$ cat src/rtl/flash_emu_cfg.svh
// FLASH_ADDR_BITS must stay 24 because the address union is built from exactly three bytes
`ifndef FLASH_EMU_CFG_SVH
`define FLASH_EMU_CFG_SVH

// number of chip selects on the shared bus
`define FLASH_NUM_DEVICES 4

// byte address width seen by the host
`define FLASH_ADDR_BITS 24

// plain read opcode, the only command that touches memory
`define FLASH_CMD_READ 8'h03

// sent when no reply byte is queued
// also sent for every unsupported command
`define FLASH_IDLE_BYTE 8'hFF

`endif

$ cat src/rtl/flash_emu_pkg.sv
// flash_addr_t only works for a 24-bit address split into three whole bytes
`include "flash_emu_cfg.svh"

package flash_emu_pkg;

	// one spi byte
	typedef logic [7:0] byte_t;

	// one word of the 16-bit system memory
	typedef logic [15:0] ram_word_t;

	// address as received, index 2 is the first byte on the wire
	typedef byte_t [2:0] addr_bytes_t;

	// address as the memory sees it
	typedef struct packed {
		// word index into the 16-bit memory
		logic [`FLASH_ADDR_BITS-2:0] word;
		// set selects bits 15:8 of the word
		logic lane;
	} addr_word_t;

	// same 24 bits decoded as bytes or as word plus lane
	// incrementing addr_bytes as one number carries into the word index
	typedef union packed {
		addr_bytes_t addr_bytes;
		addr_word_t addr_word;
	} flash_addr_t;

endpackage

$ cat src/rtl/spi_byte_if.sv
// strobes are one clk wide and rx_data is only complete while rx_strobe is high
`timescale 1ns/1ps

interface spi_byte_if;

	// high while this device is not selected
	logic cs;
	// bits received so far, msb first, zeros in the missing positions
	flash_emu_pkg::byte_t rx_data;
	// first byte after the select, comes with rx_strobe
	logic rx_cmd;
	// whole byte received
	logic rx_strobe;
	// arrival index of the bit just sampled, 0 is the msb
	logic [2:0] rx_bit;
	logic rx_bit_strobe;
	// reply byte for the next byte slot on miso
	logic tx_strobe;
	flash_emu_pkg::byte_t tx_data;

	modport front_end (
		output cs, rx_data, rx_cmd, rx_strobe, rx_bit, rx_bit_strobe,
		input tx_strobe, tx_data
	);

	modport responder (
		input cs, rx_data, rx_cmd, rx_strobe, rx_bit, rx_bit_strobe,
		output tx_strobe, tx_data
	);

endinterface

$ cat src/rtl/ram_req_if.sv
// read_enable is a level held until the single-cycle read_valid comes back
`timescale 1ns/1ps

interface ram_req_if;

	// port lock for the whole read transaction
	logic critical;
	// word address, zero above bit 22
	logic [31:0] addr;
	logic read_enable;
	// shared by all requesters, valid only with read_valid
	flash_emu_pkg::ram_word_t read_data;
	logic read_valid;

	modport requester (
		output critical, addr, read_enable,
		input read_data, read_valid
	);

	modport port (
		input critical, addr, read_enable,
		output read_data, read_valid
	);

endinterface

$ cat src/rtl/spi_front_end.sv
// spi mode 0 only, sck period of 16 clk or more, the lowest-indexed active select wins
`timescale 1ns/1ps
`include "flash_emu_cfg.svh"

module spi_front_end (
	input logic clk,
	input logic reset,
	input logic spi_sck,
	input logic [`FLASH_NUM_DEVICES-1:0] spi_cs_n,
	input logic spi_mosi,
	output logic spi_miso,
	spi_byte_if.front_end bus [`FLASH_NUM_DEVICES-1:0]
);

	// two sync flops plus one history flop for edge detect
	logic [2:0] sck_sync;
	logic [`FLASH_NUM_DEVICES-1:0] cs_meta;
	logic [`FLASH_NUM_DEVICES-1:0] cs_sync;
	logic [1:0] mosi_sync;
	logic sck_rise;
	logic sck_fall;
	// one-hot selected device
	logic [`FLASH_NUM_DEVICES-1:0] sel;
	logic [`FLASH_NUM_DEVICES-1:0] sel_q;
	logic sel_start;
	logic [2:0] bit_cnt;
	logic first_byte;
	flash_emu_pkg::byte_t rx_data;
	flash_emu_pkg::byte_t rx_next;
	logic [2:0] rx_bit;
	logic rx_strobe;
	logic rx_bit_strobe;
	logic rx_cmd;
	// reply bytes from all responders
	logic [`FLASH_NUM_DEVICES-1:0] tx_strobe_v;
	flash_emu_pkg::byte_t tx_data_v [`FLASH_NUM_DEVICES];
	logic tx_strobe_sel;
	flash_emu_pkg::byte_t tx_data_sel;
	// queued reply and the shifter that drives miso
	flash_emu_pkg::byte_t pend_data;
	logic pend_valid;
	flash_emu_pkg::byte_t tx_shift;

	always_ff @(posedge clk)
	begin
		if (reset)
		begin
			sck_sync <= '0;
			cs_meta <= '1;
			cs_sync <= '1;
		end
		else
		begin
			sck_sync <= {sck_sync[1:0], spi_sck};
			cs_meta <= spi_cs_n;
			cs_sync <= cs_meta;
		end
		// mosi delayed to line up with sck_sync[1]
		mosi_sync <= {mosi_sync[0], spi_mosi};
	end

	assign sck_rise = sck_sync[1] & ~sck_sync[2];
	assign sck_fall = ~sck_sync[1] & sck_sync[2];

	// walk down so the lowest active select is kept
	always_comb
	begin
		sel = '0;
		for (int i = `FLASH_NUM_DEVICES - 1; i >= 0; i--)
		begin
			if (!cs_sync[i])
			begin
				sel = '0;
				sel[i] = 1'b1;
			end
		end
	end

	// new device selected or a select after idle
	assign sel_start = (|sel) && (sel != sel_q);

	always_comb
	begin
		tx_strobe_sel = |(tx_strobe_v & sel);
		tx_data_sel = '0;
		for (int i = 0; i < `FLASH_NUM_DEVICES; i++)
		begin
			if (sel[i])
				tx_data_sel = tx_data_v[i];
		end
	end

	// first bit of a byte clears the older bits
	always_comb
	begin
		rx_next = (bit_cnt == 3'd0) ? 8'h00 : rx_data;
		rx_next[3'd7 - bit_cnt] = mosi_sync[1];
	end

	always_ff @(posedge clk)
	begin
		rx_strobe <= 1'b0;
		rx_bit_strobe <= 1'b0;
		rx_cmd <= 1'b0;
		if (reset)
		begin
			sel_q <= '0;
			bit_cnt <= '0;
			first_byte <= 1'b0;
			pend_valid <= 1'b0;
			tx_shift <= `FLASH_IDLE_BYTE;
		end
		else
		begin
			sel_q <= sel;
			if (sel_start)
			begin
				// restart byte framing for the new transaction
				bit_cnt <= '0;
				first_byte <= 1'b1;
				pend_valid <= 1'b0;
				tx_shift <= `FLASH_IDLE_BYTE;
				rx_data <= '0;
			end
			else if (|sel)
			begin
				// mode 0 samples mosi on rising sck
				if (sck_rise)
				begin
					rx_data <= rx_next;
					rx_bit <= bit_cnt;
					rx_bit_strobe <= 1'b1;
					bit_cnt <= bit_cnt + 3'd1;
					if (bit_cnt == 3'd7)
					begin
						rx_strobe <= 1'b1;
						rx_cmd <= first_byte;
						first_byte <= 1'b0;
					end
				end
				// falling sck after the eighth bit loads the next byte
				if (sck_fall)
				begin
					if (bit_cnt == 3'd0)
					begin
						tx_shift <= pend_valid ? pend_data : `FLASH_IDLE_BYTE;
						pend_valid <= 1'b0;
					end
					else
						tx_shift <= {tx_shift[6:0], 1'b1};
				end
				// latest strobe before the boundary wins
				if (tx_strobe_sel)
				begin
					pend_data <= tx_data_sel;
					pend_valid <= 1'b1;
				end
			end
		end
	end

	// only the selected device sees byte events
	for (genvar i = 0; i < `FLASH_NUM_DEVICES; i++)
	begin : g_dev
		assign bus[i].cs = ~sel[i];
		assign bus[i].rx_data = rx_data;
		assign bus[i].rx_bit = rx_bit;
		assign bus[i].rx_cmd = rx_cmd & sel[i];
		assign bus[i].rx_strobe = rx_strobe & sel[i];
		assign bus[i].rx_bit_strobe = rx_bit_strobe & sel[i];
		assign tx_strobe_v[i] = bus[i].tx_strobe;
		assign tx_data_v[i] = bus[i].tx_data;
	end

	// miso idles high when nobody is selected
	assign spi_miso = (|sel) ? tx_shift[7] : 1'b1;

endmodule

$ cat src/rtl/flash_read_responder.sv
// only opcode 0x03 reads memory, and a byte whose data misses its boundary goes out as 0xff
`timescale 1ns/1ps
`include "flash_emu_cfg.svh"

module flash_read_responder (
	input logic clk,
	input logic reset,
	spi_byte_if.responder bus,
	ram_req_if.requester mem
);

	// byte count within the transaction
	typedef enum logic [2:0] {
		st_idle,
		st_addr_hi,
		st_addr_mid,
		st_addr_lo,
		st_data
	} state_t;

	state_t state;
	flash_emu_pkg::flash_addr_t addr;
	flash_emu_pkg::flash_addr_t addr_next;
	flash_emu_pkg::ram_word_t word_q;
	flash_emu_pkg::ram_word_t word_now;
	logic [`FLASH_ADDR_BITS-2:0] req_word;
	// word_q holds the data for the current fetch
	logic word_ok;
	logic word_here;
	// boundary passed without data, send on return
	logic late;

	function automatic flash_emu_pkg::byte_t pick_byte(
		input flash_emu_pkg::ram_word_t w,
		input logic lane
	);
		return lane ? w[15:8] : w[7:0];
	endfunction

	// full 24-bit increment, carry runs into the upper bytes
	always_comb
	begin
		addr_next.addr_bytes = addr.addr_bytes + 1'b1;
	end

	// returning word counts as present in its own cycle
	assign word_here = word_ok | mem.read_valid;
	assign word_now = mem.read_valid ? mem.read_data : word_q;

	assign mem.addr = 32'(req_word);

	always_ff @(posedge clk)
	begin
		bus.tx_strobe <= 1'b0;
		if (mem.read_valid)
			word_q <= mem.read_data;
		if (reset)
		begin
			state <= st_idle;
			mem.critical <= 1'b0;
			mem.read_enable <= 1'b0;
			word_ok <= 1'b0;
			late <= 1'b0;
		end
		else if (bus.cs)
		begin
			// deselected, give up the port and any fetch
			state <= st_idle;
			mem.critical <= 1'b0;
			mem.read_enable <= 1'b0;
			word_ok <= 1'b0;
			late <= 1'b0;
		end
		else if (bus.rx_cmd)
		begin
			word_ok <= 1'b0;
			late <= 1'b0;
			// lock the memory port as soon as a read starts
			if (bus.rx_data == `FLASH_CMD_READ)
			begin
				state <= st_addr_hi;
				mem.critical <= 1'b1;
			end
			else
			begin
				state <= st_idle;
				mem.critical <= 1'b0;
			end
		end
		else if (state != st_idle)
		begin
			if (mem.read_valid)
			begin
				mem.read_enable <= 1'b0;
				word_ok <= 1'b1;
				late <= 1'b0;
				// missed the boundary, queue the byte now
				if (late)
				begin
					bus.tx_strobe <= 1'b1;
					bus.tx_data <= pick_byte(mem.read_data, addr.addr_word.lane);
				end
			end
			// seventh bit of the last address byte gives all 23 word bits
			if (bus.rx_bit_strobe && bus.rx_bit == 3'd6 && state == st_addr_lo)
			begin
				req_word <= {addr.addr_bytes[2], addr.addr_bytes[1], bus.rx_data[7:1]};
				mem.read_enable <= 1'b1;
				word_ok <= 1'b0;
			end
			// halfway through a data byte, fetch for the following one
			if (bus.rx_bit_strobe && bus.rx_bit == 3'd4 && state == st_data)
			begin
				addr <= addr_next;
				req_word <= addr_next.addr_word.word;
				mem.read_enable <= 1'b1;
				word_ok <= 1'b0;
				late <= 1'b0;
			end
			if (bus.rx_strobe)
			begin
				case (state)
				st_addr_hi:
				begin
					addr.addr_bytes[2] <= bus.rx_data;
					state <= st_addr_mid;
				end
				st_addr_mid:
				begin
					// early fetch opens the memory row, data is not used
					addr.addr_bytes[1] <= bus.rx_data;
					req_word <= {addr.addr_bytes[2], bus.rx_data, 7'd0};
					mem.read_enable <= 1'b1;
					word_ok <= 1'b0;
					state <= st_addr_lo;
				end
				st_addr_lo:
				begin
					addr.addr_bytes[0] <= bus.rx_data;
					state <= st_data;
					// lane comes from the byte just received
					if (word_here)
					begin
						bus.tx_strobe <= 1'b1;
						bus.tx_data <= pick_byte(word_now, bus.rx_data[0]);
					end
					else
						late <= 1'b1;
				end
				default:
				begin
					if (word_here)
					begin
						bus.tx_strobe <= 1'b1;
						bus.tx_data <= pick_byte(word_now, addr.addr_word.lane);
					end
					else
						late <= 1'b1;
				end
				endcase
			end
		end
	end

endmodule

$ cat src/rtl/ram_port_arbiter.sv
// no preemption, so a requester keeps the port until its critical falls
`timescale 1ns/1ps
`include "flash_emu_cfg.svh"

module ram_port_arbiter (
	input logic clk,
	input logic reset,
	ram_req_if.port req [`FLASH_NUM_DEVICES-1:0],
	output logic [31:0] ram_addr,
	output logic ram_read_enable,
	input flash_emu_pkg::ram_word_t ram_read_data,
	input logic ram_read_valid
);

	logic [`FLASH_NUM_DEVICES-1:0] crit_v;
	logic [`FLASH_NUM_DEVICES-1:0] en_v;
	logic [31:0] addr_v [`FLASH_NUM_DEVICES];
	// one-hot owner of the port
	logic [`FLASH_NUM_DEVICES-1:0] grant;
	logic [`FLASH_NUM_DEVICES-1:0] first_crit;

	for (genvar i = 0; i < `FLASH_NUM_DEVICES; i++)
	begin : g_req
		assign crit_v[i] = req[i].critical;
		assign en_v[i] = req[i].read_enable;
		assign addr_v[i] = req[i].addr;
		// data is shared, the valid pulse goes to the owner only
		assign req[i].read_data = ram_read_data;
		assign req[i].read_valid = ram_read_valid & grant[i];
	end

	// lowest set bit of the critical vector
	assign first_crit = crit_v & (~crit_v + 1'b1);

	// hold while the owner stays critical, else hand over
	always_ff @(posedge clk)
	begin
		if (reset)
			grant <= '0;
		else if (!(|(grant & crit_v)))
			grant <= first_crit;
	end

	always_comb
	begin
		ram_addr = '0;
		for (int i = 0; i < `FLASH_NUM_DEVICES; i++)
		begin
			if (grant[i])
				ram_addr = addr_v[i];
		end
	end

	assign ram_read_enable = |(grant & en_v);

endmodule

$ cat src/rtl/flash_emu_top.sv
// memory must answer 1 to 16 clk after ram_read_enable and hold ram_read_data until the next request
`timescale 1ns/1ps
`include "flash_emu_cfg.svh"

module flash_emu_top (
	input logic clk,
	input logic reset,
	// spi bus, one select per emulated device
	input logic spi_sck,
	input logic [`FLASH_NUM_DEVICES-1:0] spi_cs_n,
	input logic spi_mosi,
	output logic spi_miso,
	// word-addressed memory read port
	output logic [31:0] ram_addr,
	output logic ram_read_enable,
	input flash_emu_pkg::ram_word_t ram_read_data,
	input logic ram_read_valid
);

	spi_byte_if spi_bus [`FLASH_NUM_DEVICES-1:0] ();
	ram_req_if ram_req [`FLASH_NUM_DEVICES-1:0] ();

	spi_front_end u_front_end (
		.clk (clk),
		.reset (reset),
		.spi_sck (spi_sck),
		.spi_cs_n (spi_cs_n),
		.spi_mosi (spi_mosi),
		.spi_miso (spi_miso),
		.bus (spi_bus)
	);

	// one read responder per chip select
	for (genvar i = 0; i < `FLASH_NUM_DEVICES; i++)
	begin : g_flash
		flash_read_responder u_responder (
			.clk (clk),
			.reset (reset),
			.bus (spi_bus[i]),
			.mem (ram_req[i])
		);
	end

	ram_port_arbiter u_arbiter (
		.clk (clk),
		.reset (reset),
		.req (ram_req),
		.ram_addr (ram_addr),
		.ram_read_enable (ram_read_enable),
		.ram_read_data (ram_read_data),
		.ram_read_valid (ram_read_valid)
	);

endmodule

$ cat config.mk
export PLATFORM = sky130hd
export DESIGN_NAME = flash_emu_top
export DESIGN_NICKNAME = d
export VERILOG_FILES = /design/src/rtl/flash_emu_pkg.sv /design/src/rtl/spi_byte_if.sv /design/src/rtl/ram_req_if.sv /design/src/rtl/spi_front_end.sv /design/src/rtl/flash_read_responder.sv /design/src/rtl/ram_port_arbiter.sv /design/src/rtl/flash_emu_top.sv
export VERILOG_INCLUDE_DIRS = /design/src /design/src/rtl
export SDC_FILE = /design/constraint.sdc
export NUM_CORES = 1
export LEC_CHECK = 0
export BUFFER_PORTS_ARGS = -buffer_cell sky130_fd_sc_hd__buf_2
export CORE_ASPECT_RATIO = 1.2
export CORE_MARGIN = 5
export CORE_UTILIZATION = 30
export CTS_CLUSTER_DIAMETER = 60
export DETAILED_ROUTE_END_ITERATION = 6
export PLACE_DENSITY = 0.45
export SKIP_LAST_GASP = 1
export SYNTH_ARGS = -nofsm -noshare
export SYNTH_HDL_FRONTEND = slang
export SYNTH_SLANG_ARGS = --single-unit
$ cat constraint.sdc
create_clock -name clk -period 4 [get_ports clk]
set_clock_uncertainty 0.05 [all_clocks]
set_input_delay 0.6 -clock clk [delete_from_list [all_inputs] [get_ports clk]]
set_output_delay 0.6 -clock clk [all_outputs]
set_load 0.05 [all_outputs]
# After elaboration in Yosys (flattened, before gate mapping)
# Cells that the tools add are included.
# totals
regBits,372
input_bits,25
out_inout_bits,34
word_cells,419
# classes
add_sub_neg,7
magnitude_cmp,2
n_eq_ne,21
muxes,204
bitwise,46
n_reduce_logical,83
# op_table
op,n
2-to-1 mux 23 bit,20
2-to-1 mux 8 bit,53
2-to-1 mux 24 bit,8
"adder 24 x 1 -> 24 bit, second input constant",4
2-to-1 mux 1 bit,93
2-to-1 mux 16 bit,4
one-hot mux 8 bit (2 select lines),4
2-to-1 mux 3 bit,12
one-hot mux 3 bit (3 select lines),4
OR reduction 4 bit,9
nonzero test 2 bit,13
"equality test 3 x 2 -> 1 bit, second input constant",8
AND reduction 4 bit,6
"equality test 3 bit, second input constant",7
AND reduction 3 bit,7
NOT 1 bit,19
AND 1 bit,18
logical AND 1 bit,18
OR reduction 2 bit,9
AND 4 bit,4
2-to-1 mux 4 bit,4
nonzero test 4 bit,4
OR reduction 3 bit,5
"equality test 3 x 1 -> 1 bit, second input constant",4
15 further kinds,26

# Longest topological paths before layout
# depth
word_depth,11
depth_mapped,9
depth_no_buf,6

# Hierarchy
# A second synthesis with hierarchy kept.
# unflattened
hier_cells,2509
area_unflattened_um2,23105.9
# by_module_without_submodules
module,instances,cells_per_inst,area_per_inst_um2,seq_area_each_um2
flash_read_responder (g_flash[2].u_responder ...),2,490,4600.7,2132.0
flash_read_responder (g_flash[1].u_responder),1,506,4824.6,2132.0
flash_read_responder (g_flash[0].u_responder),1,499,4718.3,2132.0
spi_front_end,1,282,2713.9,1231.2
ram_port_arbiter,1,242,1647.8,80.1

# Worst setup path before layout
# OpenSTA, ideal clock, no wires.
# synth_timing
kind,input-to-reg
startpoint,in reset
endpoint,"reg g_flash[0].u_responder.addr[0] (netlist bit), enable pin"
setup_time_ns,0.468
t_arrival_ns,3.507
t_required_ns,3.482
setup_slack_ns,-0.025
path_stages,4
path_buffers,2
cell_sequence,clkbuf_1 -> or3_1 -> clkbuf_1 -> nor2_1
# synth_between
elab_chain_len,2
# synth_lines
element,line,text
from (decl),flash_emu_top.sv:7,"input logic reset,"
NOT 1 bit (no line),-,
AND reduction 4 bit (no line),-,
to (signal assigned),flash_read_responder.sv:114,addr <= addr_next;
to (decl),flash_read_responder.sv:22,flash_emu_pkg::flash_addr_t addr;
# Every way passes these cells.
# A chain may end at the register's enable or synchronous reset.

# Worst setup path in the final report
# layout_timing
startpoint,reg u_arbiter.grant[0]
endpoint,out ram_addr[13]
# layout_between
elab_chain_len,4
# layout_lines
element,line,text
from (decl),ram_port_arbiter.sv:19,logic [`FLASH_NUM_DEVICES-1:0] grant;
from (signal assigned),ram_port_arbiter.sv:41,grant <= first_crit;
2-to-1 mux 23 bit (4 in a row),ram_port_arbiter.sv:49,if (grant[i])
to (decl),flash_emu_top.sv:14,"output logic [31:0] ram_addr,"
# Every way passes these cells.

==> impl_metrics.ini <==
[global_routing]
grt_start_max_net_pins = 52
grt_first_pass_wirelength_um = 109000
grt_util_met1_pct = 23.4
grt.met2_usage_pct = 30.6
antenna_found_initial = 2
grt_overflow_total = 0
groute.usage.overall_pct = 18.3
vias_in_the_first_global_route = 17400
grt_use_met3_pct = 2.47
layer_carrying_the_most_global_route_usage = met2

[timing]
fmaxAchievable_mhz = 292
timing.final.crit_period_ns = 3.42
fin_setup_tns_ns = 0
hold_viol_final = 0
slew_violations = 0
grt_setup_unrepaired = false
worst_slew_pin_slew_ns = 1.02
setup-violations-final = 0
timing.slew.headroom_pct = 31.6
final.period_utilization_pct = 85.6

[pwr]
power.density_mw_per_mm2 = 360
worst_voltage_drop_across_the_vdd_grid_v = 0.000362
leakage_nw = 8.20

[critical_path]
sort_of_element_at_the_end_of_the_critical_path = primary output
worst_reg2reg_path_depth = 6
path_class = flip-flop to primary output
path_max_fanout = 23
worstPathArrival_ns = 2.77
crit_path_top_delay_cell = o21ai_0
r2r_slack_ns = 1.08
timing.critical_path.from = u_arbiter.grant[0]$_SDFFE_PP0N_
critical_path.cell_chain = nor2b_1, buf_4, a22oi_1, nor2_1, a21oi_1, o21ai_0, buf_2
critical_path_required_ns = 3.35
worst_r2r_endpoint = g_flash[3].u_responder.addr[23]$_DFFE_PP_
startpoint_type = flip-flop
worst_r2r_startpoint = u_front_end.bus[0].rx_bit[1]$_DFFE_PP_
critical_path.max_stage_delay_ns = 0.50

[synth]
synth.distinct_cells = 88
proportion_of_synthesized_flip_flops_having_asynchronous_set_or_reset_pct = 0
postSynthRegisterBits = 372
synthesis.yosys.warnings = 0
synthesis.area_per_instance_sq_um = 8.97
number_of_enable_type_register_cells_in_the_synthesized_netlist = 239
yosysTopAreaCell = edfxtp_1
synth-seq-area-share_pct = 46.3
synth_area_leaders = edfxtp_1 (34%), dfxtp_1 (13%), a21oi_1 (4.9%)
yosysTopAreaCellShare_pct = 33.7
number_of_cells_produced_by_synthesis = 2371
synth.cell_area_sq_mm = 0.0213
dominantRegCellSynth = edfxtp_1

[drt]
drt_pass1_iterations = 7
post_drt_wl_per_cell_um = 21.6
via_count = 17900
post-route-drc-count = 0
remaining_antenna_violation_count = 0
wl_um = 71600
drtIter0Drc = 1477
vias_per_cell = 5.42

[min_path]
hold_path_startpoint = spi_mosi
min_to = u_front_end.mosi_sync[0]$_DFF_P_
worst_hold_path_type = input port to flip-flop
instance_count_along_the_most_critical_hold_path = 1

[floorplan]
floorplan.initialDensity_pct = 30.1
die-width_um = 253
row_count = 107
core_area_sq_mm = 0.0707
ios = 59
die_h_um = 302
die-area_sq_mm = 0.0763

[placed_design]
place_area_sq_mm = 0.0224
gpl.final_weighted_congestion = 0.856
buffer_ports.inserted = 49
dp_hpwl_um = 50500

[clocking]
cts-root-to-sink-buffers = 3
cts_hold_buf = 0
post_cts_resize_count = 0
clk_latency_ns = 0.59
clock_tree.root_cell = clkbuf_16
clock_sinks = 372
cts_setup_buffers = 0
path_clk_slew_ns = 0.06
htree_num_levels = 2
cts_buffers = 45
cts_tree = yes

[status]
run_status = finished clean

[finish]
mostFrequentLayoutCell = nand2_1
final_design_area_no_fill_sq_mm = 0.0239
num-nets-final = 2374
final_cell_mix = nand2_1 (268), edfxtp_1 (239), nor2_1 (226)
drive_above_1_share_pct = 9.54
area_delta_synth_final_pct = 12.3

[run]
max_cap_violations = 0
## stage by stage
stage	setup slack (ns)	std cells	hold WS, ns	total power [mW]	utilization (%)
final	0.576	3307	0.0586	8.60	33.8
after global routing	0.539	3305	0.0365	8.90	33.8
after CTS	0.613	3305	0.0195	8.73	33.8
after detailed placement	1.08	3221	0.262	4.50	31.7
after global placement	1.13	3221	0.262	4.50	31.7
after floorplan	0.0952	2379	0.260	4.39	-
## cell families after synthesis
logic type | count (synthesis) | share of synthesized area (%)
and+or+nand+nor | 887 | 20.9
AOI/OAI and AO/OA | 632 | 17.7
DFF | 372 | 46.3
buffers and inverters | 252 | 4.88
xor gates and xnor gates | 117 | 4.82
muxes | 103 | 4.93
adders and majority gates | 7 | 0.412
other | 1 | 0.0176
## sequential cells by signal, indices dropped and copies added (netlist names), 8 cells and up
register                         cells
g_flash.u_responder.word_q          64
u_front_end.pend_data                8
g_flash.u_responder.bus.tx_data     32
g_flash.u_responder.state           12
u_front_end.bus.rx_data              8
u_front_end.tx_shift                 8
g_flash.u_responder.addr            96
g_flash.u_responder.req_word        92
## cell usage after synthesis (20+ instances only)
cell and instances:
nor2b_1 20, o21ai_1 58, nand2_1 268, a31oi_1 24
clkbuf_1 116, nand3b_1 21, inv_1 66, a22oi_1 43
and3_1 28, o21ai_0 143, nand3_1 82, o22ai_1 25
xor2_1 61, buf_2 43, edfxtp_1 239, nor2_1 230
nor3_1 50, xnor2_1 56, nand4_1 44, dfxtp_1 133
mux2i_1 89, a21oi_1 207
## per-layer routing
metal | vias up | share of wire (%)
met1 | 8698 | 42
met2 | 526 | 48
met5 | - | 0
li1 | 8571 | -
met4 | 0 | 5.0
met3 | 138 | 4.6
## layout make-up
cell class | instances | area, sq um
Tap cell | 926 | 1160
Fill cell | 7401 | 46800
Clock inverter | 16 | 151
Sequential cell | 372 | 9840
Multi-Input combinational cell | 1755 | 10500
Clock buffer | 68 | 1340
Inverter | 67 | 251
Antenna cell | 2 | 5.00
Timing Repair Buffer | 101 | 673
## worst max-delay path by stage
| stage | endpoint | slack, ns |
|---|---|---|
| after CTS | ram_addr[13] | 0.61 |
| after global placement | g_flash[2].u_responder.bus.tx_data[3]$_DFFE_PP_ | 1.13 |
| after global routing | ram_addr[13] | 0.54 |
| final | ram_addr[13] | 0.58 |
| after floorplan | g_flash[2].u_responder.addr[0]$_DFFE_PP_ | 0.1 |
| after detailed placement | g_flash[3].u_responder.addr[23]$_DFFE_PP_ | 1.08 |
## critical path, delay by kind of cell, from the launching register on
| family | cells | cell delay (ns) |
|---|---|---|
| AOI/OAI and AO/OA | 3 | 0.81 |
| buffers and inverters | 2 | 0.67 |
| and+or+nand+nor | 2 | 0.31 |
| DFF | 1 | 0.41 |
## power by group
| part | internal, mW | switching, mW | leakage (nW) | total [mW] |
|---|---|---|---|---|
| clock | 2.45 | 1.74 | 0.725 | 4.19 |
| combinational | 0.0817 | 0.211 | 4.80 | 0.293 |
| sequential | 4.10 | 0.0226 | 2.68 | 4.12 |
(Power assumes the default switching activity.)
